<file path="config.mk">
export PLATFORM = sky130hd
export DESIGN_NAME = lc4_pipe_top
export DESIGN_NICKNAME = d
export VERILOG_FILES = /design/src/logic/lc4_isa_pkg.sv /design/src/logic/lc4_pipe_pkg.sv /design/src/logic/lc4_decoder.sv /design/src/logic/lc4_pipe_ctrl.sv /design/src/logic/lc4_fetch.sv /design/src/logic/lc4_regfile.sv /design/src/logic/lc4_execute.sv /design/src/logic/lc4_mem_wb.sv /design/src/logic/lc4_pipe_top.sv
export SDC_FILE = /design/constraint.sdc
export NUM_CORES = 1
export LEC_CHECK = 0
export BUFFER_PORTS_ARGS = -buffer_cell sky130_fd_sc_hd__buf_2
export CORE_AREA = 2 2 132 262
export CTS_CLUSTER_DIAMETER = 80
export DETAILED_ROUTE_END_ITERATION = 16
export DIE_AREA = 0 0 134 264
export HOLD_SLACK_MARGIN = 0.12
export PLACE_DENSITY = 0.69
export SKIP_LAST_GASP = 1
export SLEW_MARGIN = 20
export SYNTH_ARGS = -nofsm -noshare
export SYNTH_HDL_FRONTEND = slang
export SYNTH_HIERARCHICAL = 1
export SYNTH_SLANG_ARGS = --single-unit
</file>
<file path="constraint.sdc">
create_clock -name gwe -period 4.66 [get_ports gwe]
set_clock_uncertainty 0.05 [all_clocks]
set_input_delay 0.699 -clock gwe [delete_from_list [all_inputs] [get_ports gwe]]
set_output_delay 0.699 -clock gwe [all_outputs]
set_load 0.1 [all_outputs]
</file>
<file path="src/logic/lc4_isa_pkg.sv">
package lc4_isa_pkg;

   localparam int WORD_W    = 16;          // data and address width
   localparam int REG_SEL_W = 3;           // eight registers

   typedef logic [WORD_W-1:0]    word_t;
   typedef logic [REG_SEL_W-1:0] reg_sel_t;

   // top nibble of the instruction, only the kept subset
   typedef enum logic [3:0] {
      OP_BR    = 4'b0000,
      OP_ARITH = 4'b0001,
      OP_AND   = 4'b0101,
      OP_LDR   = 4'b0110,
      OP_STR   = 4'b0111,
      OP_CONST = 4'b1001,
      OP_JMP   = 4'b1100
   } opcode_e;

   localparam int OPC_LSB   = 12;
   localparam int RD_LSB    = 9;           // also rt of STR and nzp of BR
   localparam int RS_LSB    = 6;
   localparam int RT_LSB    = 0;
   localparam int SUBOP_LSB = 3;           // bits 5:3, bit 5 flags the imm5 form
   localparam int SUBOP_W   = 3;
   localparam int IMM5_W    = 5;
   localparam int IMM6_W    = 6;
   localparam int IMM9_W    = 9;
   localparam int IMM11_W   = 11;

   localparam logic [SUBOP_W-1:0] SUB_BASE = 3'b000; // ADD in arith, AND in logic
   localparam logic [SUBOP_W-1:0] SUB_SUB  = 3'b010;

   typedef enum logic [1:0] {ALU_ADD, ALU_SUB, ALU_AND, ALU_PASS_B} alu_op_e;

   localparam word_t RESET_PC = 16'h8200;
   localparam word_t NOP_INSN = '0;        // BR with nzp 000, never taken

endpackage

</file>
<file path="src/logic/lc4_pipe_pkg.sv">
package lc4_pipe_pkg;

   // where an X operand comes from
   typedef enum logic [1:0] {
      FWD_REG,       // value read from the regfile in D
      FWD_M,         // alu result sitting in M
      FWD_W          // writeback value in W
   } fwd_sel_e;

   // writeback value source
   typedef enum logic {
      WB_ALU,
      WB_MEM
   } wb_src_e;

   localparam int NZP_W = 3;  // n z p, msb first

endpackage

</file>
<file path="src/logic/lc4_decoder.sv">
module lc4_decoder import lc4_isa_pkg::*; (
   input  word_t    i_insn,
   output reg_sel_t o_rs,
   output reg_sel_t o_rt,
   output logic     o_rs_re,
   output logic     o_rt_re,
   output reg_sel_t o_rd,
   output logic     o_rd_we,
   output alu_op_e  o_alu_op,
   output logic     o_use_imm,
   output logic     o_is_load,
   output logic     o_is_store,
   output logic     o_is_br,
   output logic     o_is_jmp
);

   opcode_e            opc;
   logic [SUBOP_W-1:0] subop;

   assign opc   = opcode_e'(i_insn[OPC_LSB +: 4]);
   assign subop = i_insn[SUBOP_LSB +: SUBOP_W];

   always_comb begin
      o_rs       = i_insn[RS_LSB +: REG_SEL_W];
      o_rt       = i_insn[RT_LSB +: REG_SEL_W];
      o_rd       = i_insn[RD_LSB +: REG_SEL_W];
      o_rs_re    = 1'b0;
      o_rt_re    = 1'b0;
      o_rd_we    = 1'b0;
      o_alu_op   = ALU_ADD;
      o_use_imm  = 1'b0;
      o_is_load  = 1'b0;
      o_is_store = 1'b0;
      o_is_br    = 1'b0;
      o_is_jmp   = 1'b0;
      case (opc)
         OP_BR: o_is_br = |i_insn[RD_LSB +: 3];   // nzp 000 is the nop
         OP_ARITH, OP_AND: begin
            // imm5 form, or the register forms we keep (ADD/SUB, AND)
            if (subop[SUBOP_W-1] || subop == SUB_BASE || (opc == OP_ARITH && subop == SUB_SUB)) begin
               o_rs_re   = 1'b1;
               o_rt_re   = !subop[SUBOP_W-1];
               o_rd_we   = 1'b1;
               o_use_imm = subop[SUBOP_W-1];
               if (opc == OP_AND)
                  o_alu_op = ALU_AND;
               else if (subop == SUB_SUB)
                  o_alu_op = ALU_SUB;
            end
         end
         OP_LDR: begin
            o_rs_re   = 1'b1;
            o_rd_we   = 1'b1;
            o_use_imm = 1'b1;                       // base + imm6
            o_is_load = 1'b1;
         end
         OP_STR: begin
            o_rt       = i_insn[RD_LSB +: REG_SEL_W]; // store data sits in the rd field
            o_rs_re    = 1'b1;
            o_rt_re    = 1'b1;
            o_use_imm  = 1'b1;
            o_is_store = 1'b1;
         end
         OP_CONST: begin
            o_rd_we   = 1'b1;
            o_use_imm = 1'b1;
            o_alu_op  = ALU_PASS_B;                  // rd <- sext(imm9)
         end
         OP_JMP: o_is_jmp = i_insn[IMM11_W];         // bit 11 low is JMPR, dropped
         default: ;                                  // unsupported, acts as nop
      endcase
   end

endmodule

</file>
<file path="src/logic/lc4_pipe_ctrl.sv">
module lc4_pipe_ctrl import lc4_isa_pkg::*, lc4_pipe_pkg::*; (
   input  logic     gwe,
   input  logic     i_rst_n,
   input  word_t    i_d_insn,
   input  logic     i_x_br_taken,
   output reg_sel_t o_d_rs,          // regfile read selects for D
   output reg_sel_t o_d_rt,
   output logic     o_stall,
   output logic     o_redirect,
   output alu_op_e  o_x_alu_op,
   output logic     o_x_use_imm,
   output fwd_sel_e o_x_src1_sel,
   output fwd_sel_e o_x_src2_sel,
   output logic     o_x_is_br,
   output logic     o_m_we_reg,
   output logic     o_m_dmem_we,
   output logic     o_m_dmem_rd,
   output logic     o_w_we,
   output reg_sel_t o_w_rd,
   output wb_src_e  o_w_src,
   output logic     o_m_st_fwd
);

   // decoded D fields
   logic     d_rs_re, d_rt_re, d_rd_we, d_use_imm;
   logic     d_is_load, d_is_store, d_is_br, d_is_jmp;
   reg_sel_t d_rd;
   alu_op_e  d_alu_op;

   // pipelined control, one set per stage
   reg_sel_t x_rs, x_rt, x_rd, m_rt, m_rd, w_rd;
   logic     x_we, x_load, x_store, x_br, x_jmp, x_use_imm;
   logic     m_we, m_load, m_store, w_we, w_load;
   alu_op_e  x_alu_op;
   logic     load_use, redirect;

   lc4_decoder u_dec (
      .i_insn     (i_d_insn),
      .o_rs       (o_d_rs),
      .o_rt       (o_d_rt),
      .o_rs_re    (d_rs_re),
      .o_rt_re    (d_rt_re),
      .o_rd       (d_rd),
      .o_rd_we    (d_rd_we),
      .o_alu_op   (d_alu_op),
      .o_use_imm  (d_use_imm),
      .o_is_load  (d_is_load),
      .o_is_store (d_is_store),
      .o_is_br    (d_is_br),
      .o_is_jmp   (d_is_jmp)
   );

   // load in X feeding D, except the data operand of a store (W to M covers it)
   assign load_use = x_load && ((d_rs_re && o_d_rs == x_rd) ||
                                (d_rt_re && !d_is_store && o_d_rt == x_rd));
   assign redirect = x_jmp || (x_br && i_x_br_taken);

   always_ff @(posedge gwe) begin
      if (!i_rst_n || load_use || redirect) begin  // bubble into X
         x_rs      <= '0;
         x_rt      <= '0;
         x_rd      <= '0;
         x_we      <= 1'b0;
         x_load    <= 1'b0;
         x_store   <= 1'b0;
         x_br      <= 1'b0;
         x_jmp     <= 1'b0;
         x_use_imm <= 1'b0;
         x_alu_op  <= ALU_ADD;
      end else begin
         x_rs      <= o_d_rs;
         x_rt      <= o_d_rt;
         x_rd      <= d_rd;
         x_we      <= d_rd_we;
         x_load    <= d_is_load;
         x_store   <= d_is_store;
         x_br      <= d_is_br;
         x_jmp     <= d_is_jmp;
         x_use_imm <= d_use_imm;
         x_alu_op  <= d_alu_op;
      end
   end

   always_ff @(posedge gwe) begin
      if (!i_rst_n) begin
         m_we    <= 1'b0;
         m_load  <= 1'b0;
         m_store <= 1'b0;
         w_we    <= 1'b0;
         w_load  <= 1'b0;
      end else begin
         m_we    <= x_we;
         m_load  <= x_load;
         m_store <= x_store;
         w_we    <= m_we;
         w_load  <= m_load;
      end
      m_rt <= x_rt;   // selects only matter with their enables
      m_rd <= x_rd;
      w_rd <= m_rd;
   end

   // youngest producer wins
   assign o_x_src1_sel = (m_we && m_rd == x_rs) ? FWD_M :
                         (w_we && w_rd == x_rs) ? FWD_W : FWD_REG;
   assign o_x_src2_sel = (m_we && m_rd == x_rt) ? FWD_M :
                         (w_we && w_rd == x_rt) ? FWD_W : FWD_REG;

   assign o_m_st_fwd  = m_store && w_load && m_rt == w_rd; // load then store of its rd
   assign o_stall     = load_use;
   assign o_redirect  = redirect;
   assign o_x_alu_op  = x_alu_op;
   assign o_x_use_imm = x_use_imm;
   assign o_x_is_br   = x_br;
   assign o_m_we_reg  = m_we;
   assign o_m_dmem_we = m_store;
   assign o_m_dmem_rd = m_load;
   assign o_w_we      = w_we;
   assign o_w_rd      = w_rd;
   assign o_w_src     = w_load ? WB_MEM : WB_ALU;

endmodule

</file>
<file path="src/logic/lc4_fetch.sv">
module lc4_fetch import lc4_isa_pkg::*; (
   input  logic  gwe,
   input  logic  i_rst_n,
   input  logic  i_stall,
   input  logic  i_redirect,
   input  word_t i_target,
   input  word_t i_imem_insn,
   output word_t o_pc,
   output word_t o_d_insn,
   output word_t o_d_pc
);

   word_t pc_q;

   always_ff @(posedge gwe) begin
      if (!i_rst_n)
         pc_q <= RESET_PC;
      else if (i_redirect)
         pc_q <= i_target;                    // branch or jmp resolved in X
      else if (!i_stall)
         pc_q <= pc_q + word_t'(1);
   end

   // F/D register, flushed on redirect and held on stall
   always_ff @(posedge gwe) begin
      if (!i_rst_n || i_redirect)
         o_d_insn <= NOP_INSN;
      else if (!i_stall)
         o_d_insn <= i_imem_insn;
   end

   always_ff @(posedge gwe) begin
      if (!i_stall)
         o_d_pc <= pc_q;
   end

   assign o_pc = pc_q;

endmodule

</file>
<file path="src/logic/lc4_regfile.sv">
module lc4_regfile import lc4_isa_pkg::*; (
   input  logic     gwe,
   input  logic     i_rst_n,
   input  reg_sel_t i_rs,
   input  reg_sel_t i_rt,
   output word_t    o_rs_data,
   output word_t    o_rt_data,
   input  reg_sel_t i_rd,
   input  word_t    i_wdata,
   input  logic     i_we
);

   word_t regs [1 << REG_SEL_W];

   always_ff @(posedge gwe) begin
      if (!i_rst_n)
         regs <= '{default: '0};
      else if (i_we)
         regs[i_rd] <= i_wdata;
   end

   // write-through gives the W to D bypass
   assign o_rs_data = (i_we && i_rd == i_rs) ? i_wdata : regs[i_rs];
   assign o_rt_data = (i_we && i_rd == i_rt) ? i_wdata : regs[i_rt];

endmodule

</file>
<file path="src/logic/lc4_execute.sv">
module lc4_execute import lc4_isa_pkg::*, lc4_pipe_pkg::*; (
   input  logic     gwe,
   input  logic     i_rst_n,
   input  logic     i_stall,
   input  logic     i_redirect,
   input  word_t    i_d_insn,
   input  word_t    i_d_pc,
   input  word_t    i_rs_data,
   input  word_t    i_rt_data,
   input  alu_op_e  i_alu_op,
   input  logic     i_use_imm,
   input  fwd_sel_e i_src1_sel,
   input  fwd_sel_e i_src2_sel,
   input  logic     i_is_br,
   input  word_t    i_m_fwd,      // alu result in M
   input  word_t    i_w_fwd,      // writeback value
   input  logic     i_m_nzp_we,
   input  word_t    i_m_final,
   output word_t    o_result,
   output word_t    o_store_data,
   output word_t    o_target,
   output logic     o_br_taken
);

   word_t             x_insn, x_pc, x_rs_q, x_rt_q;
   word_t             opa, opb_reg, opb, imm, offset;
   opcode_e           x_opc;
   logic [NZP_W-1:0]  nzp_q, nzp_m, nzp_cur;

   function automatic word_t fwd_mux(fwd_sel_e sel, word_t reg_val, word_t m_val, word_t w_val);
      case (sel)
         FWD_M:   return m_val;
         FWD_W:   return w_val;
         default: return reg_val;
      endcase
   endfunction

   function automatic logic [NZP_W-1:0] nzp_of(word_t v);
      if (v[WORD_W-1])
         return 3'b100;
      else if (v == '0)
         return 3'b010;
      else
         return 3'b001;
   endfunction

   always_ff @(posedge gwe) begin
      if (!i_rst_n || i_stall || i_redirect)
         x_insn <= NOP_INSN;                   // bubble
      else
         x_insn <= i_d_insn;
   end

   always_ff @(posedge gwe) begin
      x_pc   <= i_d_pc;
      x_rs_q <= i_rs_data;
      x_rt_q <= i_rt_data;
   end

   assign x_opc   = opcode_e'(x_insn[OPC_LSB +: 4]);
   assign opa     = fwd_mux(i_src1_sel, x_rs_q, i_m_fwd, i_w_fwd);
   assign opb_reg = fwd_mux(i_src2_sel, x_rt_q, i_m_fwd, i_w_fwd);
   assign opb     = i_use_imm ? imm : opb_reg;

   // immediate width by format
   always_comb begin
      case (x_opc)
         OP_ARITH, OP_AND: imm = word_t'(signed'(x_insn[IMM5_W-1:0]));
         OP_LDR, OP_STR:   imm = word_t'(signed'(x_insn[IMM6_W-1:0]));
         OP_CONST:         imm = word_t'(signed'(x_insn[IMM9_W-1:0]));
         default:          imm = '0;
      endcase
   end

   always_comb begin
      case (i_alu_op)
         ALU_ADD:    o_result = opa + opb;     // also the LDR/STR address
         ALU_SUB:    o_result = opa - opb;
         ALU_AND:    o_result = opa & opb;
         default:    o_result = opb;           // CONST
      endcase
   end

   assign offset = (x_opc == OP_JMP) ? word_t'(signed'(x_insn[IMM11_W-1:0]))
                                      : word_t'(signed'(x_insn[IMM9_W-1:0]));
   assign o_target     = x_pc + word_t'(1) + offset;
   assign o_store_data = opb_reg;

   // nzp from the final value in M, loads included
   assign nzp_m = nzp_of(i_m_final);

   always_ff @(posedge gwe) begin
      if (!i_rst_n)
         nzp_q <= '0;
      else if (i_m_nzp_we)
         nzp_q <= nzp_m;
   end

   assign nzp_cur    = i_m_nzp_we ? nzp_m : nzp_q;  // M is the next older insn
   assign o_br_taken = i_is_br && |(x_insn[RD_LSB +: NZP_W] & nzp_cur);

endmodule

</file>
<file path="src/logic/lc4_mem_wb.sv">
module lc4_mem_wb import lc4_isa_pkg::*, lc4_pipe_pkg::*; (
   input  logic    gwe,
   input  logic    i_rst_n,
   input  word_t   i_result,
   input  word_t   i_store_data,
   input  word_t   i_dmem_rdata,
   input  logic    i_m_dmem_rd,
   input  logic    i_st_fwd,
   input  wb_src_e i_w_src,
   output word_t   o_dmem_addr,
   output word_t   o_dmem_wdata,
   output word_t   o_m_final,
   output word_t   o_w_data
);

   word_t m_result, m_store_q;   // X/M
   word_t w_alu, w_mem;          // M/W

   // cleared so the memory bus is quiet in reset
   always_ff @(posedge gwe) begin
      if (!i_rst_n) begin
         m_result  <= '0;
         m_store_q <= '0;
         w_alu     <= '0;
         w_mem     <= '0;
      end else begin
         m_result  <= i_result;
         m_store_q <= i_store_data;
         w_alu     <= m_result;
         w_mem     <= i_dmem_rdata;
      end
   end

   assign o_dmem_addr  = m_result;
   assign o_dmem_wdata = i_st_fwd ? o_w_data : m_store_q;  // load in W feeds the store
   assign o_m_final    = i_m_dmem_rd ? i_dmem_rdata : m_result;
   assign o_w_data     = (i_w_src == WB_MEM) ? w_mem : w_alu;

endmodule

</file>
<file path="src/logic/lc4_pipe_top.sv">
module lc4_pipe_top import lc4_isa_pkg::*, lc4_pipe_pkg::*; (
   input  logic     gwe,
   input  logic     i_rst_n,
   output word_t    o_imem_addr,
   input  word_t    i_imem_insn,
   output word_t    o_dmem_addr,
   output logic     o_dmem_we,
   output word_t    o_dmem_wdata,
   input  word_t    i_dmem_rdata,
   output logic     o_wb_we,
   output reg_sel_t o_wb_sel,
   output word_t    o_wb_data
);

   word_t    d_insn, d_pc, rs_data, rt_data, target;
   word_t    x_result, x_store_data, m_result, m_final, w_data;
   reg_sel_t d_rs, d_rt, w_rd;
   logic     stall, redirect, br_taken, x_use_imm, x_is_br;
   logic     m_we_reg, m_dmem_rd, st_fwd, w_we;
   alu_op_e  x_alu_op;
   fwd_sel_e src1_sel, src2_sel;
   wb_src_e  w_src;

   lc4_pipe_ctrl u_ctrl (
      .gwe          (gwe),
      .i_rst_n      (i_rst_n),
      .i_d_insn     (d_insn),
      .i_x_br_taken (br_taken),
      .o_d_rs       (d_rs),
      .o_d_rt       (d_rt),
      .o_stall      (stall),
      .o_redirect   (redirect),
      .o_x_alu_op   (x_alu_op),
      .o_x_use_imm  (x_use_imm),
      .o_x_src1_sel (src1_sel),
      .o_x_src2_sel (src2_sel),
      .o_x_is_br    (x_is_br),
      .o_m_we_reg   (m_we_reg),
      .o_m_dmem_we  (o_dmem_we),
      .o_m_dmem_rd  (m_dmem_rd),
      .o_w_we       (w_we),
      .o_w_rd       (w_rd),
      .o_w_src      (w_src),
      .o_m_st_fwd   (st_fwd)
   );

   lc4_fetch u_fetch (
      .gwe         (gwe),
      .i_rst_n     (i_rst_n),
      .i_stall     (stall),
      .i_redirect  (redirect),
      .i_target    (target),
      .i_imem_insn (i_imem_insn),
      .o_pc        (o_imem_addr),
      .o_d_insn    (d_insn),
      .o_d_pc      (d_pc)
   );

   lc4_regfile u_rf (
      .gwe       (gwe),
      .i_rst_n   (i_rst_n),
      .i_rs      (d_rs),
      .i_rt      (d_rt),
      .o_rs_data (rs_data),
      .o_rt_data (rt_data),
      .i_rd      (w_rd),
      .i_wdata   (w_data),
      .i_we      (w_we)
   );

   lc4_execute u_ex (
      .gwe          (gwe),
      .i_rst_n      (i_rst_n),
      .i_stall      (stall),
      .i_redirect   (redirect),
      .i_d_insn     (d_insn),
      .i_d_pc       (d_pc),
      .i_rs_data    (rs_data),
      .i_rt_data    (rt_data),
      .i_alu_op     (x_alu_op),
      .i_use_imm    (x_use_imm),
      .i_src1_sel   (src1_sel),
      .i_src2_sel   (src2_sel),
      .i_is_br      (x_is_br),
      .i_m_fwd      (m_result),
      .i_w_fwd      (w_data),
      .i_m_nzp_we   (m_we_reg),
      .i_m_final    (m_final),
      .o_result     (x_result),
      .o_store_data (x_store_data),
      .o_target     (target),
      .o_br_taken   (br_taken)
   );

   lc4_mem_wb u_mw (
      .gwe          (gwe),
      .i_rst_n      (i_rst_n),
      .i_result     (x_result),
      .i_store_data (x_store_data),
      .i_dmem_rdata (i_dmem_rdata),
      .i_m_dmem_rd  (m_dmem_rd),
      .i_st_fwd     (st_fwd),
      .i_w_src      (w_src),
      .o_dmem_addr  (m_result),
      .o_dmem_wdata (o_dmem_wdata),
      .o_m_final    (m_final),
      .o_w_data     (w_data)
   );

   assign o_dmem_addr = m_result;
   assign o_wb_we     = w_we;   // trace port
   assign o_wb_sel    = w_rd;
   assign o_wb_data   = w_data;

endmodule

</file>
==> reports/metrics.yaml, run 1 <==
status:
  outcome: "complete, no violations"
placement:
  gp_congestion: 0.971
  io_buffers: 102
  hpwl_microns: 35700
critical_path:
  worst_ep_arrival_time_ns: 4.87
  cpMostUsedCell: "o21a_1"
  cp-end-kind: "flip-flop"
  slowest_delay_ns: 0.46
  critPathMaxFanout: 14
  cp.required_ns: 5.13
  path_class: "reg -> reg"
  path_cells: "xnor2_1 -> nand4_1 -> nor2_4 -> inv_1 -> ha_2 -> buf_6 -> a221o_1 -> o21ai_2 -> a2bb2oi_2 -> and3_4 -> a21oi_1 -> xor2_1 -> ha_1 -> a2111o_1 -> o2111ai_2 -> a21boi_2 -> o21a_1 -> o21a_1 -> o32ai_1 -> and2_1"
  cp.depth: 20
  r2r_start: "u_ctrl/x_rt[1]$_SDFF_PP0_"
  worst_path_max_delay_cell: "a2111o_1"
  r2r_end: "u_mw/o_dmem_addr[12]$_SDFF_PN0_"
  rr_worst_depth: 20
  critPathLaunchType: "flip-flop"
  worstSetupStartpoint: "u_ctrl/x_rt[1]$_SDFF_PP0_"
  path_delay_family: "compound AO/OA/AOI/OAI gates"
  endpoint: "u_mw/o_dmem_addr[12]$_SDFF_PN0_"
  r2r_slack_ns: 0.26
  crit_buf_inv: 2
clock_tree:
  clk_path_buf_depth: 3
  cts.htree.levels: 1
  numClockSinks: 338
  cts_buffers: 31
  cts_tree: "built"
  clkSlewWorstSetupHoldPaths_ns: 0.07
  root_buffer: "clkbuf_16"
  clock_latency_ns: 0.58
layout:
  diodes: 0
  final_common_cell: "nand2_1"
  nets: 1945
  largest_reg_flops: 128
  layout.cells.most_common_list: "320 x nand2_1, 312 x dfxtp_1, 108 x a21boi_0"
  final_core_util: 0.600
  syn_to_final_growth_pct: 10.3
  drive_above_1_share: 0.228
  regMostFlops: "u_rf/regs"
timing:
  slew_viol_final: 0
  finalCritPeriodShare: 0.945
  slew-limit-headroom: 0.216
  max_freq_mhz: 227
  hold_viol: 0
  tightest_slew_ns: 1.17
  post-route-min-period_ns: 4.40
  setup_violations: 0
logic_synthesis:
  avgSynthCellArea_sq_um: 10.0
  yosys_warnings: 6
  yosysUniqueCellTypes: 101
  seq_area_frac_synth: 0.382
  ys_ff_latch: 338
  synth_edf_count: 16
  netlist_area_sq_um: 18100
  syn_inst: 1815
  async_reset_ff_frac: 0
  syn_nets: 1890
  ys.flop_type: "dfxtp_1"
floorplan:
  start_util: 0.543
  core_sq_um: 33400
  pin_count: 103
  row_count: 95
  die_width_microns: 134
  dieArea_sq_um: 35400
  die_h_microns: 264
grt:
  grt_pass1_wl_microns: 78400
  grtUsageTotal: 0.286
  antenna_found_initial: 0
  gr-total-overflow: 0
  grt_max_degree: 220
  grt_pass1_vias: 14100
routing:
  met3_length_microns: 2860
  vias: 14100
  remaining_drc_errors: 0
  drt_iter0_drc: 953
  drt-pass1-iter-count: 5
  route.met2.wl_microns: 26100
  met1_length_microns: 18400
  ant_nets: 0
  wl_per_cell_microns: 22.2
  top_layer_used: "met4"
  routed_wl_microns: 51600
  via_per_inst: 6.04
power_and_ir_drop:
  leakage_nw: 7.91
  finalPower_mw: 7.04
  ir_drop_v: 0.000334
  p_per_area_nw_per_um2: 352
run:
  cap_violations: 0
hold_path:
  hold_path.class: "in -> reg"
## worst reg2reg max path: stages, from the launching register on
cell and delay, ns:
dfxtp_1 0.38, xnor2_1 0.15, nand4_1 0.17, nor2_4 0.15, inv_1 0.06, ha_2 0.19, buf_6 0.15, a221o_1 0.36
o21ai_2 0.08, a2bb2oi_2 0.20, and3_4 0.22, a21oi_1 0.08, xor2_1 0.25, ha_1 0.31, a2111o_1 0.46, o2111ai_2 0.24
a21boi_2 0.09, o21a_1 0.19, o21a_1 0.17, o32ai_1 0.24, and2_1 0.16
## area by class of cell
| type | instances | area, sq um |
|---|---|---|
| well taps | 436 | 546 |
| clock buffers | 44 | 885 |
| repair buffers | 163 | 995 |
| flip-flops and latches | 338 | 6940 |
| multi-input cells | 1284 | 10300 |
| clock inverters | 13 | 129 |
| inverters | 52 | 195 |
| fillers | 2857 | 13400 |
## cell usage after synthesis (all sizes together), types with 4 or more instances
master / count / area [sq um]
a211oi: 10 / 75.1
mux2i: 18 / 180
dfxtp: 322 / 6450
edfxtp: 16 / 480
nand2b: 10 / 62.6
nand2: 320 / 1200
a211o: 5 / 47.6
nand3: 12 / 85.1
a21oi: 39 / 210
a2111oi: 18 / 220
and3: 4 / 25.0
o21a: 10 / 75.1
nor4bb: 4 / 40.0
a21o: 7 / 55.1
nor2: 58 / 220
buf: 58 / 492
clkbuf: 82 / 344
o211ai: 7 / 52.6
a22oi: 32 / 260
and4: 5 / 43.8
inv: 52 / 195
and4b: 4 / 43.8
o31ai: 6 / 50.1
nor4: 15 / 164
mux4: 64 / 1620
and2: 92 / 577
xor2: 26 / 228
ha: 39 / 488
a21boi: 131 / 983
o21ai: 72 / 360
nand4: 12 / 93.8
xnor2: 48 / 420
nor2b: 12 / 82.6
mux2: 119 / 1510
o31a: 4 / 36.3
nand4b: 4 / 35.0
nor3: 27 / 135
## where the power goes
part	internal, mW	total [mW]	switching, mW
Clock	1.43	2.56	1.13
Sequential	3.01	3.14	0.132
Combinational	0.407	1.34	0.936
## metal layers
metal,track usage,up-vias
met5,0,-
met3,0.0347,178
met1,0.306,6792
li1,-,6543
met2,0.505,555
met4,0.221,0
## worst min-delay path by stage
| stage | to | start | depth (start not counted) |
|---|---|---|---|
| floorplan | u_ex/x_pc[0]$_DFF_P_ | u_fetch/o_d_pc[0]$_DFFE_PN_ | 0 |
| global placement | u_ex/x_pc[9]$_DFF_P_ | u_fetch/o_d_pc[9]$_DFFE_PN_ | 0 |
| detailed placement | u_ex/x_pc[3]$_DFF_P_ | u_fetch/o_d_pc[3]$_DFFE_PN_ | 0 |
| CTS | u_mw/w_mem[6]$_SDFF_PN0_ | i_dmem_rdata[6] | 2 |
| global route | u_mw/w_mem[3]$_SDFF_PN0_ | i_dmem_rdata[3] | 2 |
| finish | u_mw/w_mem[6]$_SDFF_PN0_ | i_dmem_rdata[6] | 2 |
## through the flow
step	setup slack [ns]	hold slack, ns	instances	area [sq um]	TNS [ns]
finish	0.259	0.282	2330	20000	0
CTS	0.0955	0.260	2323	19900	0
detailed placement	0.132	0.277	2266	18800	0
global placement	0.200	0.275	2266	18800	0
floorplan	0.0509	0.273	1815	18200	0
global route	-0.0127	0.273	2330	20000	-0.0197
## kinds of logic after synthesis
family / count (synthesis) / synth area share
DFF: 338 / 0.382
AOI/OAI and AO/OA: 371 / 0.150
buffers and inverters: 193 / 0.0574
adders and majority gates: 41 / 0.0291
and+or+nand+nor: 597 / 0.164
xor gates and xnor gates: 74 / 0.0357
muxes: 201 / 0.182
## what timing repair did
item,CTS,global route
buffers inserted,0,4
endpoints found under the hold margin,0,0
hold buffers,0,0
endpoints found under the setup margin,0,6
resized for setup,0,29
No activity file was read; power rests on OpenSTA's default activity.
==> run 2, diff against run 1 <==
--- a/constraint.sdc
+++ b/constraint.sdc
@@ -4,2 +4,2 @@
 set_output_delay 0.699 -clock gwe [all_outputs]
-set_load 0.1 [all_outputs]
+set_load 0.02 [all_outputs]
==> run 2 against run 1 <==
Net effect: clock power decreased by 7%; via count about the same; final area shrank 0.91%; cell count decreased by 0.21%; hold slack got worse by 0.0083 ns; sequential power is essentially flat; non-clock buffer count is 3 lower; combinational power decreased by 27%; sequential cell count unchanged; maximum frequency down 0.94%; setup slack got worse by 0.042 ns; largest cell class unchanged.
==> reports/metrics.yaml, run 2 (same netlist as run 1, synthesis figures left out) <==
status:
  outcome: "complete, no violations"
floorplan:
  die_h_microns: 264  # unchanged
  start_util: 0.543  # unchanged
  pin_count: 103  # unchanged
  dieArea_sq_um: 35400  # unchanged
  row_count: 95  # unchanged
  core_sq_um: 33400  # unchanged
  die_width_microns: 134  # unchanged
timing:
  hold_viol: 0  # unchanged
  finalCritPeriodShare: 0.953  # +0.00893
  fin_ws_ns: 0.217  # -0.0416 ns
  max_freq_mhz: 225  # -0.94%
  tightest_slew_ns: 1.22  # +0.0422 ns
  post-route-min-period_ns: 4.44  # +0.0416 ns
  slew-limit-headroom: 0.185  # -0.0304
  setup_tns_ns: 0  # unchanged
  timing.hold.ws_ns: 0.274  # -0.00834 ns
  setup_violations: 0  # unchanged
  slew_viol_final: 0  # unchanged
  rsz0062_at_grt: "true"
clock_tree:
  cts_tree: "built"
  root_buffer: "clkbuf_16"
  clkSlewWorstSetupHoldPaths_ns: 0.07  # about the same
  numClockSinks: 338  # unchanged
  clock_latency_ns: 0.58  # about the same
  cts_buffers: 30  # -3.2%
  clk_path_buf_depth: 3  # unchanged
  cts.htree.levels: 1  # unchanged
critical_path:
  critPathMaxFanout: 14  # unchanged
  cp-end-kind: "flip-flop"
  critPathLaunchType: "flip-flop"
  crit_buf_inv: 2  # unchanged
  slowest_delay_ns: 0.41  # -0.05 ns
  path_cells: "xnor2_1 -> and4_1 -> nor2_2 -> inv_1 -> ha_1 -> buf_4 -> a221o_1 -> o21ai_2 -> a2bb2oi_2 -> and3_4 -> a21oi_1 -> xor2_1 -> ha_1 -> a2111o_1 -> o2111ai_2 -> a21boi_1 -> o211a_1 -> o21a_1 -> o31ai_1 -> and2_1"
  worst_ep_arrival_time_ns: 4.92  # +0.05 ns
  path_delay_family: "compound AO/OA/AOI/OAI gates"
  path_class: "reg -> reg"
  worst_path_max_delay_cell: "a2111o_1"
  cp.required_ns: 5.14  # about the same
  cpMostUsedCell: "ha_1"
grt:
  grtUsageTotal: 0.281  # -0.00472
  grt_pass1_wl_microns: 76700  # -2.1%
  gr-total-overflow: 0  # unchanged
  antenna_found_initial: 0  # unchanged
  grt_max_degree: 112  # -49%
  grt_pass1_vias: 13800  # -2.1%
power_and_ir_drop:
  p_per_area_nw_per_um2: 327  # -7.2%
  finalPower_mw: 6.48  # -8.0%
  ir_drop_v: 0.000328  # -1.7%
  leakage_nw: 7.83  # -0.96%
routing:
  drt_iter0_drc: 1103  # +16%
  wl_per_cell_microns: 21.9  # -1.1%
  via_per_inst: 6.05  # +0.20%
  routed_wl_microns: 51000  # -1.3%
  vias: 14100  # -0.014%
  drt-pass1-iter-count: 5  # unchanged
  remaining_drc_errors: 0  # unchanged
  ant_nets: 0  # unchanged
placement:
  io_buffers: 102  # unchanged
  hpwl_microns: 35500  # -0.67%
  dpl_worst_slack_ns: 0.131  # -0.00101 ns
  gp_congestion: 0.957  # -1.4%
layout:
  multi_input_comb_area_sq_um: 10300  # -0.25%
  syn_to_final_growth_pct: 9.33
  layout.cells.most_common_list: "320 x nand2_1, 319 x dfxtp_1, 108 x a21boi_0"
  nets: 1941  # -0.21%
  regMostFlops: "u_rf/regs"
  diodes: 0  # unchanged
  drive_above_1_share: 0.218  # -0.00998
  largest_reg_flops: 128  # unchanged
  final_common_cell: "nand2_1"
  fillers: 2859  # +0.070%
  ff_latch_area_sq_um: 6930  # -0.13%
hold_path:
  hold_path.class: "in -> reg"
run:
  cap_violations: 0  # unchanged
[run 2: cell count changes in the layout (fill, tap and decap cells not counted), sizes merged]
cell / change
inv: -2
bufinv: -2
clkinv: +4
clkbuf: -2
buf: -3
[run 2: routing by layer]
metal	track usage	vias up	share of wire
met2	0.508	567	0.52
met5	0	-	0
met4	0.206	0	0.079
li1	-	6540	-
met1	0.293	6770	0.35
met3	0.0372	189	0.052
[run 2: timing repair]
action	in CTS	in global routing
resized for setup	0	21
hold buffers	0	0
buffers inserted	0	2
setup endpoints to repair	0	6
[run 2: through the flow]
step | std cells | instance area, sq um | utilization
2_1_floorplan | 1815 | 18100 | -
3_5_place_dp | 2266 | 18800 | 0.563
6_report | 2325 | 19800 | 0.594
5_1_grt | 2325 | 19800 | 0.594
3_3_place_gp | 2266 | 18800 | 0.563
4_1_cts | 2321 | 19700 | 0.590
[run 2: path summary, 6_finish.rpt]
check / start / end / slack (ns) / cells past startpoint
setup / recovery: u_ctrl/x_rt[0]$_SDFF_PP0_ / u_mw/o_dmem_addr[14]$_SDFF_PN0_ / 0.22 / 20
hold / removal: i_dmem_rdata[12] / u_mw/w_mem[12]$_SDFF_PN0_ / 0.27 / 2
setup reg to reg: u_ctrl/x_rt[0]$_SDFF_PP0_ / u_mw/o_dmem_addr[14]$_SDFF_PN0_ / 0.22 / 20
hold reg to reg: u_fetch/o_d_pc[2]$_DFFE_PN_ / u_ex/x_pc[2]$_DFF_P_ / 0.29 / 0
[run 2: worst reg2reg max path: cells and delay by family (launching register included)]
kind            cells  cell delay [ns]
simple gates        4             0.75
fa+ha+maj           2             0.52
xor+xnor            2             0.39
compound gates     10             2.10
flops               1             0.34
buf+inv             2             0.26
[run 2: final cells by class]
class / instances / share of cell area
multi-input cells: 1284 / 0.520
repair buffers: 160 / 0.0480
inverters: 52 / 0.00984
clock buffers: 42 / 0.0427
well taps: 436 / 0.0275
flip-flops and latches: 338 / 0.349
clock inverters: 13 / 0.00315
[run 2: power breakdown]
group          total, mW  switching (mW)  internal [mW]  leakage [nW]
Clock               2.37            1.11           1.26         0.453
Sequential          3.12           0.117           3.01          2.80
Combinational      0.984           0.578          0.406          4.57
==> run 3, diff against run 2 <==
Settings changed: CTS_BUF_LIST from default to sky130_fd_sc_hd__clkbuf_16, GPL_ROUTABILITY_DRIVEN from default to 1, SLEW_MARGIN 20 to 40.
==> run 3 against run 2 <==
Net effect: maximum frequency is 1.0% lower; sequential cell count stayed put; combinational power hardly changed; die area stayed put; wire length is 0.23% lower; sequential power hardly changed; final area is 0.56% higher; count of clock-buffer cells in the layout is 10 lower; sequential share of layout area is 0.18 points lower; register-to-register slack worse by 0.05 ns; hold slack better by 0.0048 ns; critical path type unchanged.
==> reports/metrics.yaml, run 3 (same netlist as run 1, synthesis figures left out) <==
routing:
  routed_wl_microns: 50800  # -0.23%
  via_per_inst: 6.03  # -0.41%
  vias: 14000  # -0.15%
  remaining_drc_errors: 0  # unchanged
  ant_nets: 0  # unchanged
  drt_iter0_drc: 1069  # -3.1%
  wl_per_cell_microns: 21.8  # -0.48%
  drt-pass1-iter-count: 6  # +1
grt:
  grt_max_degree: 112  # unchanged
  grt_pass1_vias: 14000  # +1.3%
  gr-total-overflow: 0  # unchanged
  grt_pass1_wl_microns: 77300  # +0.71%
  antenna_found_initial: 0  # unchanged
  grtUsageTotal: 0.283  # +0.00126
placement:
  io_buffers: 102  # unchanged
  hpwl_microns: 36000  # +1.5%
  gp_congestion: 0.957  # unchanged
floorplan:
  start_util: 0.543  # unchanged
  die_h_microns: 264  # unchanged
  dieArea_sq_um: 35400  # unchanged
  pin_count: 103  # unchanged
  die_width_microns: 134  # unchanged
  row_count: 95  # unchanged
  core_sq_um: 33400  # unchanged
timing:
  setup_violations: 0  # unchanged
  post-route-min-period_ns: 4.49  # +0.0454 ns
  finalCritPeriodShare: 0.963  # +0.00974
  hold_viol: 0  # unchanged
  max_freq_mhz: 223  # -1.0%
  setup_tns_ns: 0  # unchanged
  slew-limit-headroom: 0.418  # +0.233
  tightest_slew_ns: 0.872  # -0.343 ns
  slew_viol_final: 0  # unchanged
power_and_ir_drop:
  ir_drop_v: 0.000303  # -7.7%
  p_per_area_nw_per_um2: 329  # +0.82%
  leakage_nw: 7.89  # +0.78%
hold_path:
  hold_path.class: "reg -> reg"
layout:
  layout.cells.most_common_list: "320 x nand2_1, 317 x dfxtp_1, 108 x a21boi_0"
  nets: 1948  # +0.36%
  final_core_util: 0.597  # +0.00333
  ff_latch_area_sq_um: 6930  # about the same
  final_common_cell: "nand2_1"
  diodes: 0  # unchanged
  multi_input_comb_area_sq_um: 10300  # about the same
  fillers: 2828  # -1.1%
  largest_reg_flops: 128  # unchanged
  syn_to_final_growth_pct: 9.95
  regMostFlops: "u_rf/regs"
  drive_above_1_share: 0.225  # +0.00722
clock_tree:
  cts_tree: "built"
  clk_path_buf_depth: 3  # unchanged
  hold_buffers: 0  # unchanged
  numClockSinks: 338  # unchanged
  clock_latency_ns: 0.58  # about the same
  cts_buffers: 31  # +3.3%
  cts.htree.levels: 1  # unchanged
  root_buffer: "clkbuf_16"
  clkSlewWorstSetupHoldPaths_ns: 0.07  # about the same
critical_path:
  crit_buf_inv: 4  # +2
  cp.required_ns: 5.13  # about the same
  worst_ep_arrival_time_ns: 4.96  # +0.04 ns
  path_class: "reg -> reg"
  path_delay_family: "compound AO/OA/AOI/OAI gates"
  slowest_delay_ns: 0.40  # about the same
  critPathLaunchType: "flip-flop"
  worst_path_max_delay_cell: "ha_2"
  critPathMaxFanout: 12  # -2
  path_cells: "xnor2_1 -> and4_1 -> inv_1 -> ha_2 -> inv_1 -> buf_4 -> a211oi_1 -> nor3_2 -> buf_4 -> a21oi_1 -> xor2_1 -> ha_2 -> a2111o_1 -> o2111ai_2 -> a21boi_1 -> o21a_1 -> o21a_1 -> o32ai_1 -> and2_1"
  cp-end-kind: "flip-flop"
status:
  outcome: "complete, no violations"
run:
  cap_violations: 0  # unchanged
==> run 3: per-stage QoR <==
| step | worst slack, ns | total power, mW | hold slack [ns] | area, sq um | std cells |
|---|---|---|---|---|---|
| 6_report | 0.172 | 6.57 | 0.278 | 20000 | 2331 |
| 5_1_grt | -0.0726 | 6.80 | 0.286 | 20000 | 2331 |
| 4_1_cts | 0.0733 | 6.60 | 0.268 | 19900 | 2329 |
| 3_5_place_dp | 0.116 | 4.14 | 0.278 | 18900 | 2274 |
| 3_3_place_gp | 0.228 | 4.13 | 0.274 | 18800 | 2266 |
| 2_1_floorplan | 0.213 | 3.83 | 0.273 | 18100 | 1815 |
==> run 3: cell type report <==
type                    instances  area share
multi-input cells            1284       0.517
flip-flops and latches        338       0.347
repair buffers                166      0.0502
clock buffers                  32      0.0401
well taps                     436      0.0273
inverters                      52     0.00978
clock inverters                23     0.00815
==> run 3: final timing paths <==
check	start	endpoint	slack, ns	depth (start not counted)
max reg2reg	u_ctrl/m_rd[1]$_DFF_P_	u_mw/o_dmem_addr[12]$_SDFF_PN0_	0.17	19
min	u_fetch/o_d_pc[2]$_DFFE_PN_	u_ex/x_pc[2]$_DFF_P_	0.28	0
max	u_ctrl/m_rd[1]$_DFF_P_	u_mw/o_dmem_addr[12]$_SDFF_PN0_	0.17	19
min reg2reg	u_fetch/o_d_pc[2]$_DFFE_PN_	u_ex/x_pc[2]$_DFF_P_	0.28	0
==> run 3: where the power goes <==
group	switching (mW)	leakage (nW)	internal, mW
sequential	0.115	2.80	3.01
combinational	0.577	4.59	0.405
clock	1.12	0.493	1.35
==> run 3: worst register-to-register path, cell delays in order (launching register included) <==
cell and delay [ns]:
dfxtp_2 0.34, xnor2_1 0.18, and4_1 0.29, inv_1 0.07, ha_2 0.40, inv_1 0.09, buf_4 0.19, a211oi_1 0.36
nor3_2 0.09, buf_4 0.15, a21oi_1 0.16, xor2_1 0.26, ha_2 0.34, a2111o_1 0.40, o2111ai_2 0.20, a21boi_1 0.12
o21a_1 0.19, o21a_1 0.16, o32ai_1 0.24, and2_1 0.16
==> run 3: metal layers <==
layer	vias to the layer above	part of all wire	GRT usage
li1	6561	-	-
met1	6746	0.35	0.294
met2	562	0.52	0.521
met3	176	0.050	0.0294
met4	0	0.078	0.197
met5	-	0	0
==> run 3: what timing repair did <==
action	CTS	global route
resized for setup	0	21
setup endpoints to repair	0	5
setup buffers	0	2
